`src/common/valu_consts.svh`:
```
`ifndef VALU_CONSTS_SVH
`define VALU_CONSTS_SVH

// datapath and sideband widths
`define VALU_DATA_W     64
`define VALU_ADDR_W     32
`define VALU_VL_W       8
`define VALU_BE_W       8
`define VALU_FUNC_W     6

// register stages behind the operand capture in each unit
`define VALU_UNIT_LAT   2

// element width codes carried on req_sew
`define VALU_SEW_8      2'd0
`define VALU_SEW_16     2'd1
`define VALU_SEW_32     2'd2
`define VALU_SEW_64     2'd3

`endif
```
`src/common/valu_pkg.sv`:
```
`include "valu_consts.svh"

package valu_pkg;

    typedef logic [1:0] sew_t;  // element width code

    typedef enum logic [`VALU_FUNC_W-1:0] {
        FUNC_ADD      = 6'h00,
        FUNC_SUB      = 6'h02,
        FUNC_MINU     = 6'h04,
        FUNC_MIN      = 6'h05,
        FUNC_MAXU     = 6'h06,
        FUNC_MAX      = 6'h07,
        FUNC_AND      = 6'h09,
        FUNC_OR       = 6'h0A,
        FUNC_XOR      = 6'h0B,
        FUNC_MV_MERGE = 6'h17   // req_mask picks merge
    } func_e;

    typedef enum logic [1:0] {
        UNIT_NONE,
        UNIT_ARITH,
        UNIT_BIT
    } unit_e;

    typedef enum logic [1:0] {
        ARITH_ADD,
        ARITH_SUB,
        ARITH_MIN,
        ARITH_MAX
    } arith_op_e;

    typedef enum logic [2:0] {
        BIT_AND,
        BIT_OR,
        BIT_XOR,
        BIT_MOVE,
        BIT_MERGE
    } bit_op_e;

endpackage

```
`src/rtl/valu.sv`:
```
`timescale 1ns/1ps
`include "valu_consts.svh"

module valu (
    input  logic                    clk,
    input  logic                    rst,
    input  logic                    req_valid,
    input  logic [`VALU_FUNC_W-1:0] req_func_id,
    input  valu_pkg::sew_t          req_sew,
    input  logic                    req_mask,
    input  logic [`VALU_DATA_W-1:0] req_data0,
    input  logic [`VALU_DATA_W-1:0] req_data1,
    input  logic [`VALU_ADDR_W-1:0] req_addr,
    input  logic [`VALU_VL_W-1:0]   req_vl,
    input  logic [`VALU_BE_W-1:0]   req_be,
    output logic                    resp_valid,
    output logic [`VALU_DATA_W-1:0] resp_data,
    output logic [`VALU_ADDR_W-1:0] resp_addr,
    output logic [`VALU_VL_W-1:0]   resp_vl,
    output logic [`VALU_BE_W-1:0]   resp_be
);
    import valu_pkg::*;

    logic                    arith_start;
    logic                    bit_start;
    arith_op_e               arith_op;
    logic                    arith_signed;
    bit_op_e                 bit_op;
    logic                    arith_done;
    logic [`VALU_DATA_W-1:0] arith_result;
    logic                    bit_done;
    logic [`VALU_DATA_W-1:0] bit_result;
    logic [`VALU_ADDR_W-1:0] addr_d;
    logic [`VALU_VL_W-1:0]   vl_d;
    logic [`VALU_BE_W-1:0]   be_d;

    valu_decode u_decode (
        .func_id      (req_func_id),
        .mask         (req_mask),
        .valid        (req_valid),
        .arith_start  (arith_start),
        .bit_start    (bit_start),
        .arith_op     (arith_op),
        .arith_signed (arith_signed),
        .bit_op       (bit_op)
    );

    valu_add_min_max u_arith (
        .clk       (clk),
        .rst       (rst),
        .start     (arith_start),
        .op        (arith_op),
        .is_signed (arith_signed),
        .sew       (req_sew),
        .data0     (req_data0),
        .data1     (req_data1),
        .done      (arith_done),
        .result    (arith_result)
    );

    valu_bitwise_unit u_bitwise (
        .clk    (clk),
        .rst    (rst),
        .start  (bit_start),
        .op     (bit_op),
        .be     (req_be),  // merge select
        .data0  (req_data0),
        .data1  (req_data1),
        .done   (bit_done),
        .result (bit_result)
    );

    valu_tag_pipe u_tag_pipe (
        .clk    (clk),
        .rst    (rst),
        .addr   (req_addr),
        .vl     (req_vl),
        .be     (req_be),
        .addr_d (addr_d),
        .vl_d   (vl_d),
        .be_d   (be_d)
    );

    valu_resp_merge u_resp_merge (
        .clk          (clk),
        .rst          (rst),
        .arith_done   (arith_done),
        .arith_result (arith_result),
        .bit_done     (bit_done),
        .bit_result   (bit_result),
        .addr_d       (addr_d),
        .vl_d         (vl_d),
        .be_d         (be_d),
        .resp_valid   (resp_valid),
        .resp_data    (resp_data),
        .resp_addr    (resp_addr),
        .resp_vl      (resp_vl),
        .resp_be      (resp_be)
    );

endmodule

```
`src/rtl/valu_resp_merge.sv`:
```
`timescale 1ns/1ps
`include "valu_consts.svh"

module valu_resp_merge (
    input  logic                    clk,
    input  logic                    rst,
    input  logic                    arith_done,
    input  logic [`VALU_DATA_W-1:0] arith_result,
    input  logic                    bit_done,
    input  logic [`VALU_DATA_W-1:0] bit_result,
    input  logic [`VALU_ADDR_W-1:0] addr_d,
    input  logic [`VALU_VL_W-1:0]   vl_d,
    input  logic [`VALU_BE_W-1:0]   be_d,
    output logic                    resp_valid,
    output logic [`VALU_DATA_W-1:0] resp_data,
    output logic [`VALU_ADDR_W-1:0] resp_addr,
    output logic [`VALU_VL_W-1:0]   resp_vl,
    output logic [`VALU_BE_W-1:0]   resp_be
);

    logic [`VALU_DATA_W-1:0] data_mux;

    // idle unit results hold stale data, mask them off
    assign data_mux = ({`VALU_DATA_W{arith_done}} & arith_result)
                    | ({`VALU_DATA_W{bit_done}} & bit_result);

    always_ff @(posedge clk) begin
        if (rst)
            resp_valid <= 1'b0;
        else
            resp_valid <= arith_done | bit_done;
    end

    always_ff @(posedge clk) begin
        resp_data <= data_mux;
        resp_addr <= addr_d;
        resp_vl   <= vl_d;
        resp_be   <= be_d;
    end

    // equal unit latency keeps results apart, a skew would collide here
    assert property (@(posedge clk) disable iff (rst) !(arith_done && bit_done))
        else $error("valu_resp_merge: unit results collide");

endmodule

```
`src/rtl/valu_tag_pipe.sv`:
```
`timescale 1ns/1ps
`include "valu_consts.svh"

module valu_tag_pipe (
    input  logic                    clk,
    input  logic                    rst,
    input  logic [`VALU_ADDR_W-1:0] addr,
    input  logic [`VALU_VL_W-1:0]   vl,
    input  logic [`VALU_BE_W-1:0]   be,
    output logic [`VALU_ADDR_W-1:0] addr_d,
    output logic [`VALU_VL_W-1:0]   vl_d,
    output logic [`VALU_BE_W-1:0]   be_d
);

    localparam int DEPTH = `VALU_UNIT_LAT + 1;  // input capture plus unit stages

    logic [`VALU_ADDR_W-1:0] addr_q [DEPTH];
    logic [`VALU_VL_W-1:0]   vl_q   [DEPTH];
    logic [`VALU_BE_W-1:0]   be_q   [DEPTH];

    always_ff @(posedge clk) begin
        if (rst) begin
            for (int i = 0; i < DEPTH; i++) begin
                addr_q[i] <= '0;
                vl_q[i]   <= '0;
                be_q[i]   <= '0;
            end
        end else begin
            addr_q[0] <= addr;
            vl_q[0]   <= vl;
            be_q[0]   <= be;
            for (int i = 1; i < DEPTH; i++) begin
                addr_q[i] <= addr_q[i-1];
                vl_q[i]   <= vl_q[i-1];
                be_q[i]   <= be_q[i-1];
            end
        end
    end

    assign addr_d = addr_q[DEPTH-1];
    assign vl_d   = vl_q[DEPTH-1];
    assign be_d   = be_q[DEPTH-1];

endmodule

```
`src/rtl/valu_bitwise_unit.sv`:
```
`timescale 1ns/1ps
`include "valu_consts.svh"

module valu_bitwise_unit (
    input  logic                    clk,
    input  logic                    rst,
    input  logic                    start,
    input  valu_pkg::bit_op_e       op,
    input  logic [`VALU_BE_W-1:0]   be,
    input  logic [`VALU_DATA_W-1:0] data0,
    input  logic [`VALU_DATA_W-1:0] data1,
    output logic                    done,
    output logic [`VALU_DATA_W-1:0] result
);
    import valu_pkg::*;

    logic                    in_vld;
    bit_op_e                 in_op;
    logic [`VALU_BE_W-1:0]   in_be;
    logic [`VALU_DATA_W-1:0] in_a;
    logic [`VALU_DATA_W-1:0] in_b;
    logic [`VALU_DATA_W-1:0] logic_s0;

    logic                    s1_vld;
    logic                    s1_merge;
    logic [`VALU_BE_W-1:0]   s1_be;
    logic [`VALU_DATA_W-1:0] s1_res;
    logic [`VALU_DATA_W-1:0] s1_b;
    logic [`VALU_DATA_W-1:0] res_s1;

    always_ff @(posedge clk) begin
        if (rst) begin
            in_vld <= 1'b0;
            s1_vld <= 1'b0;
            done   <= 1'b0;
        end else begin
            in_vld <= start;
            s1_vld <= in_vld;
            done   <= s1_vld;
        end
    end

    always_ff @(posedge clk) begin
        if (start) begin
            in_op <= op;
            in_be <= be;
            in_a  <= data0;
            in_b  <= data1;
        end
        s1_merge <= (in_op == BIT_MERGE);
        s1_be    <= in_be;
        s1_res   <= logic_s0;
        s1_b     <= in_b;
        result   <= res_s1;
    end

    always_comb begin
        case (in_op)
            BIT_AND: logic_s0 = in_a & in_b;
            BIT_OR:  logic_s0 = in_a | in_b;
            BIT_XOR: logic_s0 = in_a ^ in_b;
            default: logic_s0 = in_a;  // move, and merge base
        endcase
    end

    // byte enable set takes data1
    always_comb begin
        res_s1 = s1_res;
        for (int i = 0; i < `VALU_BE_W; i++) begin
            if (s1_merge && s1_be[i])
                res_s1[8*i +: 8] = s1_b[8*i +: 8];
        end
    end

endmodule

```
`src/arith/valu_add_min_max.sv`:
```
`timescale 1ns/1ps
`include "valu_consts.svh"

module valu_add_min_max (
    input  logic                    clk,
    input  logic                    rst,
    input  logic                    start,
    input  valu_pkg::arith_op_e     op,
    input  logic                    is_signed,
    input  valu_pkg::sew_t          sew,
    input  logic [`VALU_DATA_W-1:0] data0,
    input  logic [`VALU_DATA_W-1:0] data1,
    output logic                    done,
    output logic [`VALU_DATA_W-1:0] result
);
    import valu_pkg::*;

    localparam int NBYTES = `VALU_DATA_W / 8;

    logic                    in_vld;
    arith_op_e               in_op;
    logic                    in_signed;
    sew_t                    in_sew;
    logic [`VALU_DATA_W-1:0] in_a;
    logic [`VALU_DATA_W-1:0] in_b;
    logic [`VALU_DATA_W-1:0] sum_s0;

    logic                    s1_vld;
    arith_op_e               s1_op;
    logic                    s1_signed;
    sew_t                    s1_sew;
    logic [`VALU_DATA_W-1:0] s1_a;
    logic [`VALU_DATA_W-1:0] s1_b;
    logic [`VALU_DATA_W-1:0] s1_sum;
    logic [`VALU_DATA_W-1:0] res_s1;

    // byte offset mask inside one element
    function automatic logic [2:0] lane_mask(sew_t s);
        case (s)
            `VALU_SEW_8:  return 3'd0;
            `VALU_SEW_16: return 3'd1;
            `VALU_SEW_32: return 3'd3;
            `VALU_SEW_64: return 3'd7;
            default:      return 3'd0;
        endcase
    endfunction

    always_ff @(posedge clk) begin
        if (rst) begin
            in_vld <= 1'b0;
            s1_vld <= 1'b0;
            done   <= 1'b0;
        end else begin
            in_vld <= start;
            s1_vld <= in_vld;
            done   <= s1_vld;
        end
    end

    always_ff @(posedge clk) begin
        if (start) begin
            in_op     <= op;
            in_signed <= is_signed;
            in_sew    <= sew;
            in_a      <= data0;
            in_b      <= data1;
        end
        s1_op     <= in_op;
        s1_signed <= in_signed;
        s1_sew    <= in_sew;
        s1_a      <= in_a;
        s1_b      <= in_b;
        s1_sum    <= sum_s0;
        result    <= res_s1;
    end

    // byte-sliced adder, carry chain cut at element boundaries
    always_comb begin
        logic       sub;
        logic       carry;
        logic [8:0] part;
        sub   = (in_op != ARITH_ADD);  // min/max compare via a - b
        carry = 1'b0;
        for (int i = 0; i < NBYTES; i++) begin
            if ((3'(i) & lane_mask(in_sew)) == 3'd0)
                carry = sub;
            part = {1'b0, in_a[8*i +: 8]} + {1'b0, in_b[8*i +: 8] ^ {8{sub}}} + 9'(carry);
            sum_s0[8*i +: 8] = part[7:0];
            carry = part[8];
        end
    end

    always_comb begin
        logic [2:0] top;
        logic       a_msb;
        logic       b_msb;
        logic       lt;
        for (int i = 0; i < NBYTES; i++) begin
            top   = 3'(i) | lane_mask(s1_sew);  // top byte of this element
            a_msb = s1_a[8*top + 7];
            b_msb = s1_b[8*top + 7];
            if (a_msb != b_msb)
                lt = s1_signed ? a_msb : b_msb;
            else
                lt = s1_sum[8*top + 7];  // no overflow when signs agree
            case (s1_op)
                ARITH_MIN: res_s1[8*i +: 8] = lt ? s1_a[8*i +: 8] : s1_b[8*i +: 8];
                ARITH_MAX: res_s1[8*i +: 8] = lt ? s1_b[8*i +: 8] : s1_a[8*i +: 8];
                default:   res_s1[8*i +: 8] = s1_sum[8*i +: 8];
            endcase
        end
    end

    // strobe seen before the capture edge, done seen after the output edge
    assert property (@(posedge clk) disable iff (rst) start |-> ##3 done)
        else $error("valu_add_min_max: done missing after start");

endmodule

```
`src/rtl/valu_decode.sv`:
```
`timescale 1ns/1ps
`include "valu_consts.svh"

module valu_decode (
    input  logic [`VALU_FUNC_W-1:0] func_id,
    input  logic                    mask,
    input  logic                    valid,
    output logic                    arith_start,
    output logic                    bit_start,
    output valu_pkg::arith_op_e     arith_op,
    output logic                    arith_signed,
    output valu_pkg::bit_op_e       bit_op
);
    import valu_pkg::*;

    unit_e unit_sel;

    always_comb begin
        unit_sel     = UNIT_NONE;  // unknown codes go nowhere
        arith_op     = ARITH_ADD;
        arith_signed = 1'b0;
        bit_op       = BIT_MOVE;
        case (func_id)
            FUNC_ADD: unit_sel = UNIT_ARITH;
            FUNC_SUB: begin
                unit_sel = UNIT_ARITH;
                arith_op = ARITH_SUB;
            end
            FUNC_MINU, FUNC_MIN: begin
                unit_sel     = UNIT_ARITH;
                arith_op     = ARITH_MIN;
                arith_signed = func_id[0];
            end
            FUNC_MAXU, FUNC_MAX: begin
                unit_sel     = UNIT_ARITH;
                arith_op     = ARITH_MAX;
                arith_signed = func_id[0];
            end
            FUNC_AND: begin
                unit_sel = UNIT_BIT;
                bit_op   = BIT_AND;
            end
            FUNC_OR: begin
                unit_sel = UNIT_BIT;
                bit_op   = BIT_OR;
            end
            FUNC_XOR: begin
                unit_sel = UNIT_BIT;
                bit_op   = BIT_XOR;
            end
            FUNC_MV_MERGE: begin
                unit_sel = UNIT_BIT;
                bit_op   = mask ? BIT_MERGE : BIT_MOVE;
            end
            default: unit_sel = UNIT_NONE;
        endcase
    end

    assign arith_start = valid && (unit_sel == UNIT_ARITH);
    assign bit_start   = valid && (unit_sel == UNIT_BIT);

endmodule

```
`config.mk`:
```
export PLATFORM = sky130hd
export DESIGN_NAME = valu
export DESIGN_NICKNAME = d
export VERILOG_FILES = /design/src/common/valu_pkg.sv /design/src/rtl/valu.sv /design/src/rtl/valu_resp_merge.sv /design/src/rtl/valu_tag_pipe.sv /design/src/rtl/valu_bitwise_unit.sv /design/src/arith/valu_add_min_max.sv /design/src/rtl/valu_decode.sv
export VERILOG_INCLUDE_DIRS = /design/src /design/src/common
export SDC_FILE = /design/constraint.sdc
export NUM_CORES = 1
export LEC_CHECK = 0
export BUFFER_PORTS_ARGS = -buffer_cell sky130_fd_sc_hd__clkbuf_2
export CORE_ASPECT_RATIO = 1.2
export CORE_UTILIZATION = 50
export DETAILED_ROUTE_END_ITERATION = 10
export GPL_ROUTABILITY_DRIVEN = 1
export GPL_TIMING_DRIVEN = 1
export HOLD_SLACK_MARGIN = 0.08
export PLACE_DENSITY_LB_ADDON = 0.08
export SETUP_SLACK_MARGIN = 0.4
export SLEW_MARGIN = 25
export SYNTH_ARGS = -nofsm -noshare
export SYNTH_HDL_FRONTEND = slang
export SYNTH_SLANG_ARGS = --single-unit
```
`constraint.sdc`:
```
create_clock -name clk -period 20.4 [get_ports clk]
set_clock_uncertainty 0.15 [all_clocks]
set_input_delay 4.08 -clock clk [delete_from_list [all_inputs] [get_ports clk]]
set_output_delay 4.08 -clock clk [all_outputs]
set_load 0.02 [all_outputs]
```
== After elaboration in Yosys (flattened, before gate mapping) ==
Memories as Yosys holds them, arrays and structs flattened. A register that Yosys moved wholly into a read port is not among the register bits.
Index checks and enable logic that the tools add are counted.

* Bits in writable memories: 144
* Logic and storage cells: 259
* Bits of input ports: 188
* Memories kept: 3
* Register bits: 805

* Equal/unequal tests: 30
* Add/sub/neg operators: 23
* Magnitude comparators: 7
* Mux-type cells: 116
* Bitwise operators: 24
* Reduce and logical (&&, ||, !) cells: 27

{| class="wikitable"
|+ Memory list
! memory !! words !! width !! read ports !! clocked after memory_dff !! wr ports !! line !! source
|-
| u_tag_pipe.addr_q || 3 || 32 || 3 || 1 || 3 || valu_tag_pipe.sv:17 || <nowiki>logic [`VALU_ADDR_W-1:0] addr_q [DEPTH];</nowiki>
|-
| u_tag_pipe.be_q || 3 || 8 || 3 || 1 || 3 || valu_tag_pipe.sv:19 || <nowiki>logic [`VALU_BE_W-1:0] be_q [DEPTH];</nowiki>
|-
| u_tag_pipe.vl_q || 3 || 8 || 3 || 1 || 3 || valu_tag_pipe.sv:18 || <nowiki>logic [`VALU_VL_W-1:0] vl_q [DEPTH];</nowiki>
|}

{| class="wikitable"
|+ Operators with widths
! cell !! count
|-
| $mux W8 || 30
|-
| $lt A32 B7 Y1 const B || 7
|-
| $and A64 B64 Y64 || 3
|-
| $pmux W64 S3 || 1
|-
| $or A64 B64 Y64 || 2
|-
| $pmux W8 S2 || 8
|-
| $bmux W1 S6 || 21
|-
| $mux W32 || 3
|-
| $xor A64 B64 Y64 || 1
|-
| $xor A8 B8 Y8 || 8
|-
| $add A8 B8 Y9 || 7
|-
| $add A9 B1 Y9 || 7
|-
| $add A6 B3 Y7 const B || 7
|-
| $mux W1 || 47
|-
| $pmux W3 S4 || 3
|-
| $eq A6 B3 Y1 const B || 4
|-
| $logic_not A3 Y1 || 8
|-
| $eq A6 B4 Y1 const B || 3
|-
| $eq A2 B2 Y1 const B || 7
|-
| $logic_and A1 B1 Y1 || 10
|-
| $or A1 B1 Y1 || 10
|-
| $add A8 B1 Y8 || 1
|-
| $add A8 B8 Y8 || 1
|-
| $ne A1 B1 Y1 || 8
|-
| other kinds (15) || 20
|}

== Logic depth before layout (Yosys ltp) ==
* Depth in word-level cells: 18
* Mapped depth: 67
* Gate-level depth less buffers: 66

== Modules after synthesis ==
From an unflattened synthesis, not the netlist that was laid out.

* Cell total of the unflattened synthesis: 2558
* Area, all modules: 35748.0 µm²

{| class="wikitable"
|+ Modules (own cells, without submodules)
! module !! seq. area each (µm²) !! times used !! cells an instance !! area an instance (µm²)
|-
| valu_add_min_max || 9278.9 || 1 || 1087 || 14559.0
|-
| valu_bitwise_unit || 8257.9 || 1 || 911 || 13670.6
|-
| valu_tag_pipe || 2882.8 || 1 || 352 || 4410.5
|-
| valu_resp_merge || 2262.2 || 1 || 192 || 2977.9
|-
| valu_decode || 0.0 || 1 || 16 || 130.1
|}

== Worst setup path after synthesis ==
OpenSTA, ideal clock, no wires.

* Path kind: register to register
* Start: register u_arith.in_op[1]
* End: register u_arith.s1_sum[62]
* Path slack: 5.567 ns
* Stages on the path, launching flop included: 68
* Data arrival time: 14.565 ns
* Period minus slack after synthesis: 14.833 ns
* Required time: 20.132 ns
* Path through: edfxtp_1 -> nor2_1 -> clkbuf_1 -> buf_1 -> xnor2_1 -> ha_1 -> nor2b_1 -> o21ai_0 -> a21boi_0 -> o21ai_0 -> a21boi_0 -> o21ai_0 -> fa_1 -> fa_1 -> nor2b_1 -> o21ai_0 -> a21boi_0 -> o21ai_0 -> [32 not listed] -> a21boi_0 -> o21ai_0 -> fa_1 -> fa_1 -> nor2b_1 -> o21ai_0 -> a21boi_0 -> o21ai_0 -> a21boi_0 -> o21ai_0 -> fa_1 -> fa_1 -> nor2b_1 -> o21ai_0 -> nand2b_1 -> a21o_1 -> a21oi_1 -> xnor2_1

* Cells in the longest elaborated chain, start to end: 18
* Elaborated cells between the ends (all ways): 32

{| class="wikitable"
|+ RTL lines
! element !! line !! source
|-
| from (decl) || valu_add_min_max.sv:21 || <nowiki>arith_op_e in_op;</nowiki>
|-
| from (signal assigned) || valu_add_min_max.sv:62 || <nowiki>in_op <= op;</nowiki>
|-
| $reduce_bool A2 Y1 (*) || valu_add_min_max.sv:82 || <nowiki>sub = (in_op != ARITH_ADD);</nowiki>
|-
| $xor A8 B8 Y8 || valu_add_min_max.sv:87 || <nowiki>part = {1'b0, in_a[8*i +: 8]} + {1'b0, in_b[8*i +: 8] ^ {8{sub}}} + 9'(carry);</nowiki>
|-
| $add A8 B8 Y9 || valu_add_min_max.sv:87 ||
|-
| $add A9 B1 Y9 || valu_add_min_max.sv:87 ||
|-
| $mux W1 || valu_add_min_max.sv:85 || <nowiki>if ((3'(i) & lane_mask(in_sew)) == 3'd0)</nowiki>
|-
| $add A9 B1 Y9 || valu_add_min_max.sv:87 ||
|-
| $mux W1 || valu_add_min_max.sv:85 ||
|-
| $add A9 B1 Y9 || valu_add_min_max.sv:87 ||
|-
| [3 not listed] || n/a ||
|-
| $add A9 B1 Y9 || valu_add_min_max.sv:87 ||
|-
| $mux W1 || valu_add_min_max.sv:85 ||
|-
| $add A9 B1 Y9 || valu_add_min_max.sv:87 ||
|-
| $mux W1 || valu_add_min_max.sv:85 ||
|-
| $add A9 B1 Y9 || valu_add_min_max.sv:87 ||
|-
| $mux W1 || valu_add_min_max.sv:85 ||
|-
| $add A8 B1 Y8 (*) || valu_add_min_max.sv:87 ||
|-
| named net u_arith.sum_s0[62] || valu_add_min_max.sv:26 || <nowiki>logic [`VALU_DATA_W-1:0] sum_s0;</nowiki>
|-
| to (signal assigned) || valu_add_min_max.sv:73 || <nowiki>s1_sum <= sum_s0;</nowiki>
|-
| to (decl) || valu_add_min_max.sv:34 || <nowiki>logic [`VALU_DATA_W-1:0] s1_sum;</nowiki>
|}

Mark *: on every way through the listed nets, which the timed path passes. The rest lies on a longest branch.
A chain may end at the register's enable or synchronous reset.

== Final worst setup path ==
Same ends and word-level chain as after synthesis.

==> impl_results.md <==
- Status: finished clean
- Sequential area share after synthesis: 0.6539
- Port Buffers: 300
- I/O pin count: 301
- Minimum clock period: 16.81 ns
- Initial antenna violation count: 7
- Overall Power: 4.187 mW
- Synthesized net count: 3139
- Synth top area cells: dfxtp_1 42%, edfxtp_1 24%, ha_1 6.6%
- Die footprint: 0.07044 mm^2
- Post-synth EDFFs: 272
- Post-CTS resize count: 0
- Count of final setup violators: 0
- Max_cap viols: 0
- Chip Width: 242.4 um
- Filler cells: 5496
- Leak: 17.14 nW
- Top cells by count, synth: 725 x dfxtp_1, 272 x edfxtp_1, 209 x inv_1, 183 x ha_1, 178 x nor2_1
- Biggest cell delay along the critical path: 0.51 ns
- WHS Endpoint: u_resp_merge.resp_addr[17]$_DFF_P_
- Pwr dens: 103.3 mW/mm^2
- Flops & latches, synth: 997
- Largest register FFs: 96
- Dominant cell type by area after synthesis: dfxtp_1
- Hold path depth: 0
- H-Tree Level Count: 3
- Max clock buf depth: 3
- WL per Instance: 19.64 um
- Setup Fix Bufs, Post-CTS: 0
- Fraction of layout cells with a size suffix above 1: 0.1873
- Synthesized area per cell: 12.60 um^2
- Initial DRC Count: 1081
- Largest net degree at the start of global routing: 90
- Synthesis-to-layout area growth: 16.81%
- ANT nets after route: 0
- Tightest hold margin: 0.1748 ns
- Worst r2r path cells: 67
- First-pass GRT wire length: 121.0 mm
- Top achievable clock speed: 59.50 MHz
- Synthesized instance count: 2753
- RR Startpoint: u_arith.in_op[1]$_DFFE_PP_
- Netlist Area Pre-Place: 0.03469 mm^2
- Dpl hpwl: 52.93 mm
- Crit end category: register
- Post-Route WL: 79.65 mm
- Vias in the first global route: 21670
- Post-Layout Inst Area: 0.04052 mm^2
- Vert. Die Dim: 290.5 um
- HP Class: reg2reg
- Sink Count: 997
- Worst vdd ir: 76.53 uV
- Most frequent cell after synthesis: dfxtp_1
- Yosys Warn Count: 0
- Worst Setup Path Type: reg2reg
- Critical path's most frequent cell: o21ai_0
- Crit path DAT: 17.19 ns
- Tcrit/Tclk final: 0.8239
- Hold_sp: u_tag_pipe.addr_q[2][17]$_SDFF_PP0_
- CTS buffer count: 94
- Worst-skew pair later-pin latency: 0.64 ns
- Hold_buf cts: 0
- Starting Density: 0.5068
- Final hold vios: 0
- Flop-to-flop setup slack: 3.59 ns
- Placed cell area: 0.03713 mm^2
- Post-synth top area share: 0.4184
- Tot GR Track Use: 0.2257
- DR vias: 20770
- Reg clk slew, reported paths: 0.06 ns
- Number of remaining DRC errors: 0
- CTS Root Cell: clkbuf_16
- Top FF cell, synth: dfxtp_1
- TNS Setup: 0 ns
- CP Launch Type: register
- Reg2reg end: u_arith.s1_sum[62]$_DFF_P_
- Slowest cell on crit path: nor2_4
- Crit-path max FO: 14
- Worst slew margin: 0.2974
- Worst-Margin Slew: 1.054 ns
- CTS tree: yes
- RSZ-0062 raised after global routing: false
- Top reg by flops: u_tag_pipe.addr_q
- Post-layout util: 0.5920
- CORE AREA: 0.06845 mm^2
- Placer Congestion: 0.8244
- Yosys cell types: 57
- Total grt overflow: 0
- Via density: 5.123
- Ys async rst share: 0
- First-pass DRT Iterations: 5
- Final net count: 3449
- FP Rows: 105
- Required time worst endpoint: 20.78 ns
- Count of pins over their slew limit: 0
[where the power goes]
part           internal [mW]  switching [mW]  leakage, nW
Clock                   1.11           0.744         1.67
Combinational         0.0851           0.110         6.97
Sequential              2.11          0.0310         8.50
[per-stage QoR]
step / worst slack [ns] / instances
CTS: 3.370 / 4053
global route: 1.808 / 4055
global placement: 3.762 / 3875
finish: 3.593 / 4055
detailed placement: 3.453 / 3876
floorplan: 5.567 / 2753
[routing by layer]
metal / vias to the layer above / wire, um / track usage
met2: 501 / 41080 / 0.4086
met4: 10 / 2763 / 0.09463
met5: - / 63 / 0
li1: 9979 / - / -
met1: 10110 / 31230 / 0.2530
met3: 169 / 4522 / 0.05162
[layout make-up]
type | instances | area, um^2 | area share
inverters | 210 | 788.3 | 0.01945
well taps | 909 | 1137 | 0.02807
clock inverters | 43 | 514.2 | 0.01269
flip-flops and latches | 997 | 22690 | 0.5600
diodes | 2 | 5.005 | 0.0001235
clock buffers | 134 | 2855 | 0.07047
repair buffers | 324 | 1708 | 0.04215
multi-input cells | 1436 | 10820 | 0.2671
[cells in the final DEF (no fill, tap or decap), types with 81 or more instances in the layout]
cell and n:
dfxtp_1 721, edfxtp_1 272, clkbuf_16 104, clkbuf_2 299, nand2_1 95, inv_1 209
xnor2_1 83, nor2b_1 175, a21oi_1 170, ha_1 183, nor2_1 176, mux2i_1 81
[how the worst max path moves through the flow]
stage | startpoint | to | slack, ns
finish | u_arith.in_op[1]$_DFFE_PP_ | u_arith.s1_sum[62]$_DFF_P_ | 3.59
global route | u_arith.in_op[1]$_DFFE_PP_ | u_arith.s1_sum[62]$_DFF_P_ | 1.81
CTS | u_arith.in_op[0]$_DFFE_PP_ | u_arith.s1_sum[62]$_DFF_P_ | 3.37
detailed placement | u_arith.in_op[1]$_DFFE_PP_ | u_arith.s1_sum[62]$_DFF_P_ | 3.45
global placement | u_arith.in_op[1]$_DFFE_PP_ | u_arith.s1_sum[62]$_DFF_P_ | 3.76
floorplan | u_arith.in_op[1]$_DFFE_PP_ | u_arith.s1_sum[62]$_DFF_P_ | 5.57
[critical path: cells and delay by family (launching register included)]
kind                     cells  cell delay, ns
AND/OR/NAND/NOR             10            1.59
adder cells (fa/ha/maj)     15            6.81
AO/OA/AOI/OAI               38            6.90
flip-flops                   1            0.45
buffers and inverters        2            0.47
XOR/XNOR                     2            0.31
[logic make-up after synthesis]
group,synth area share
DFF,0.6539
xor gates and xnor gates,0.02651
buffers and inverters,0.03535
and+or+nand+nor,0.07568
adders and majority gates,0.07467
AOI/OAI and AO/OA,0.08520
muxes,0.04870
Note: power is estimated with default switching activity, not from simulation.
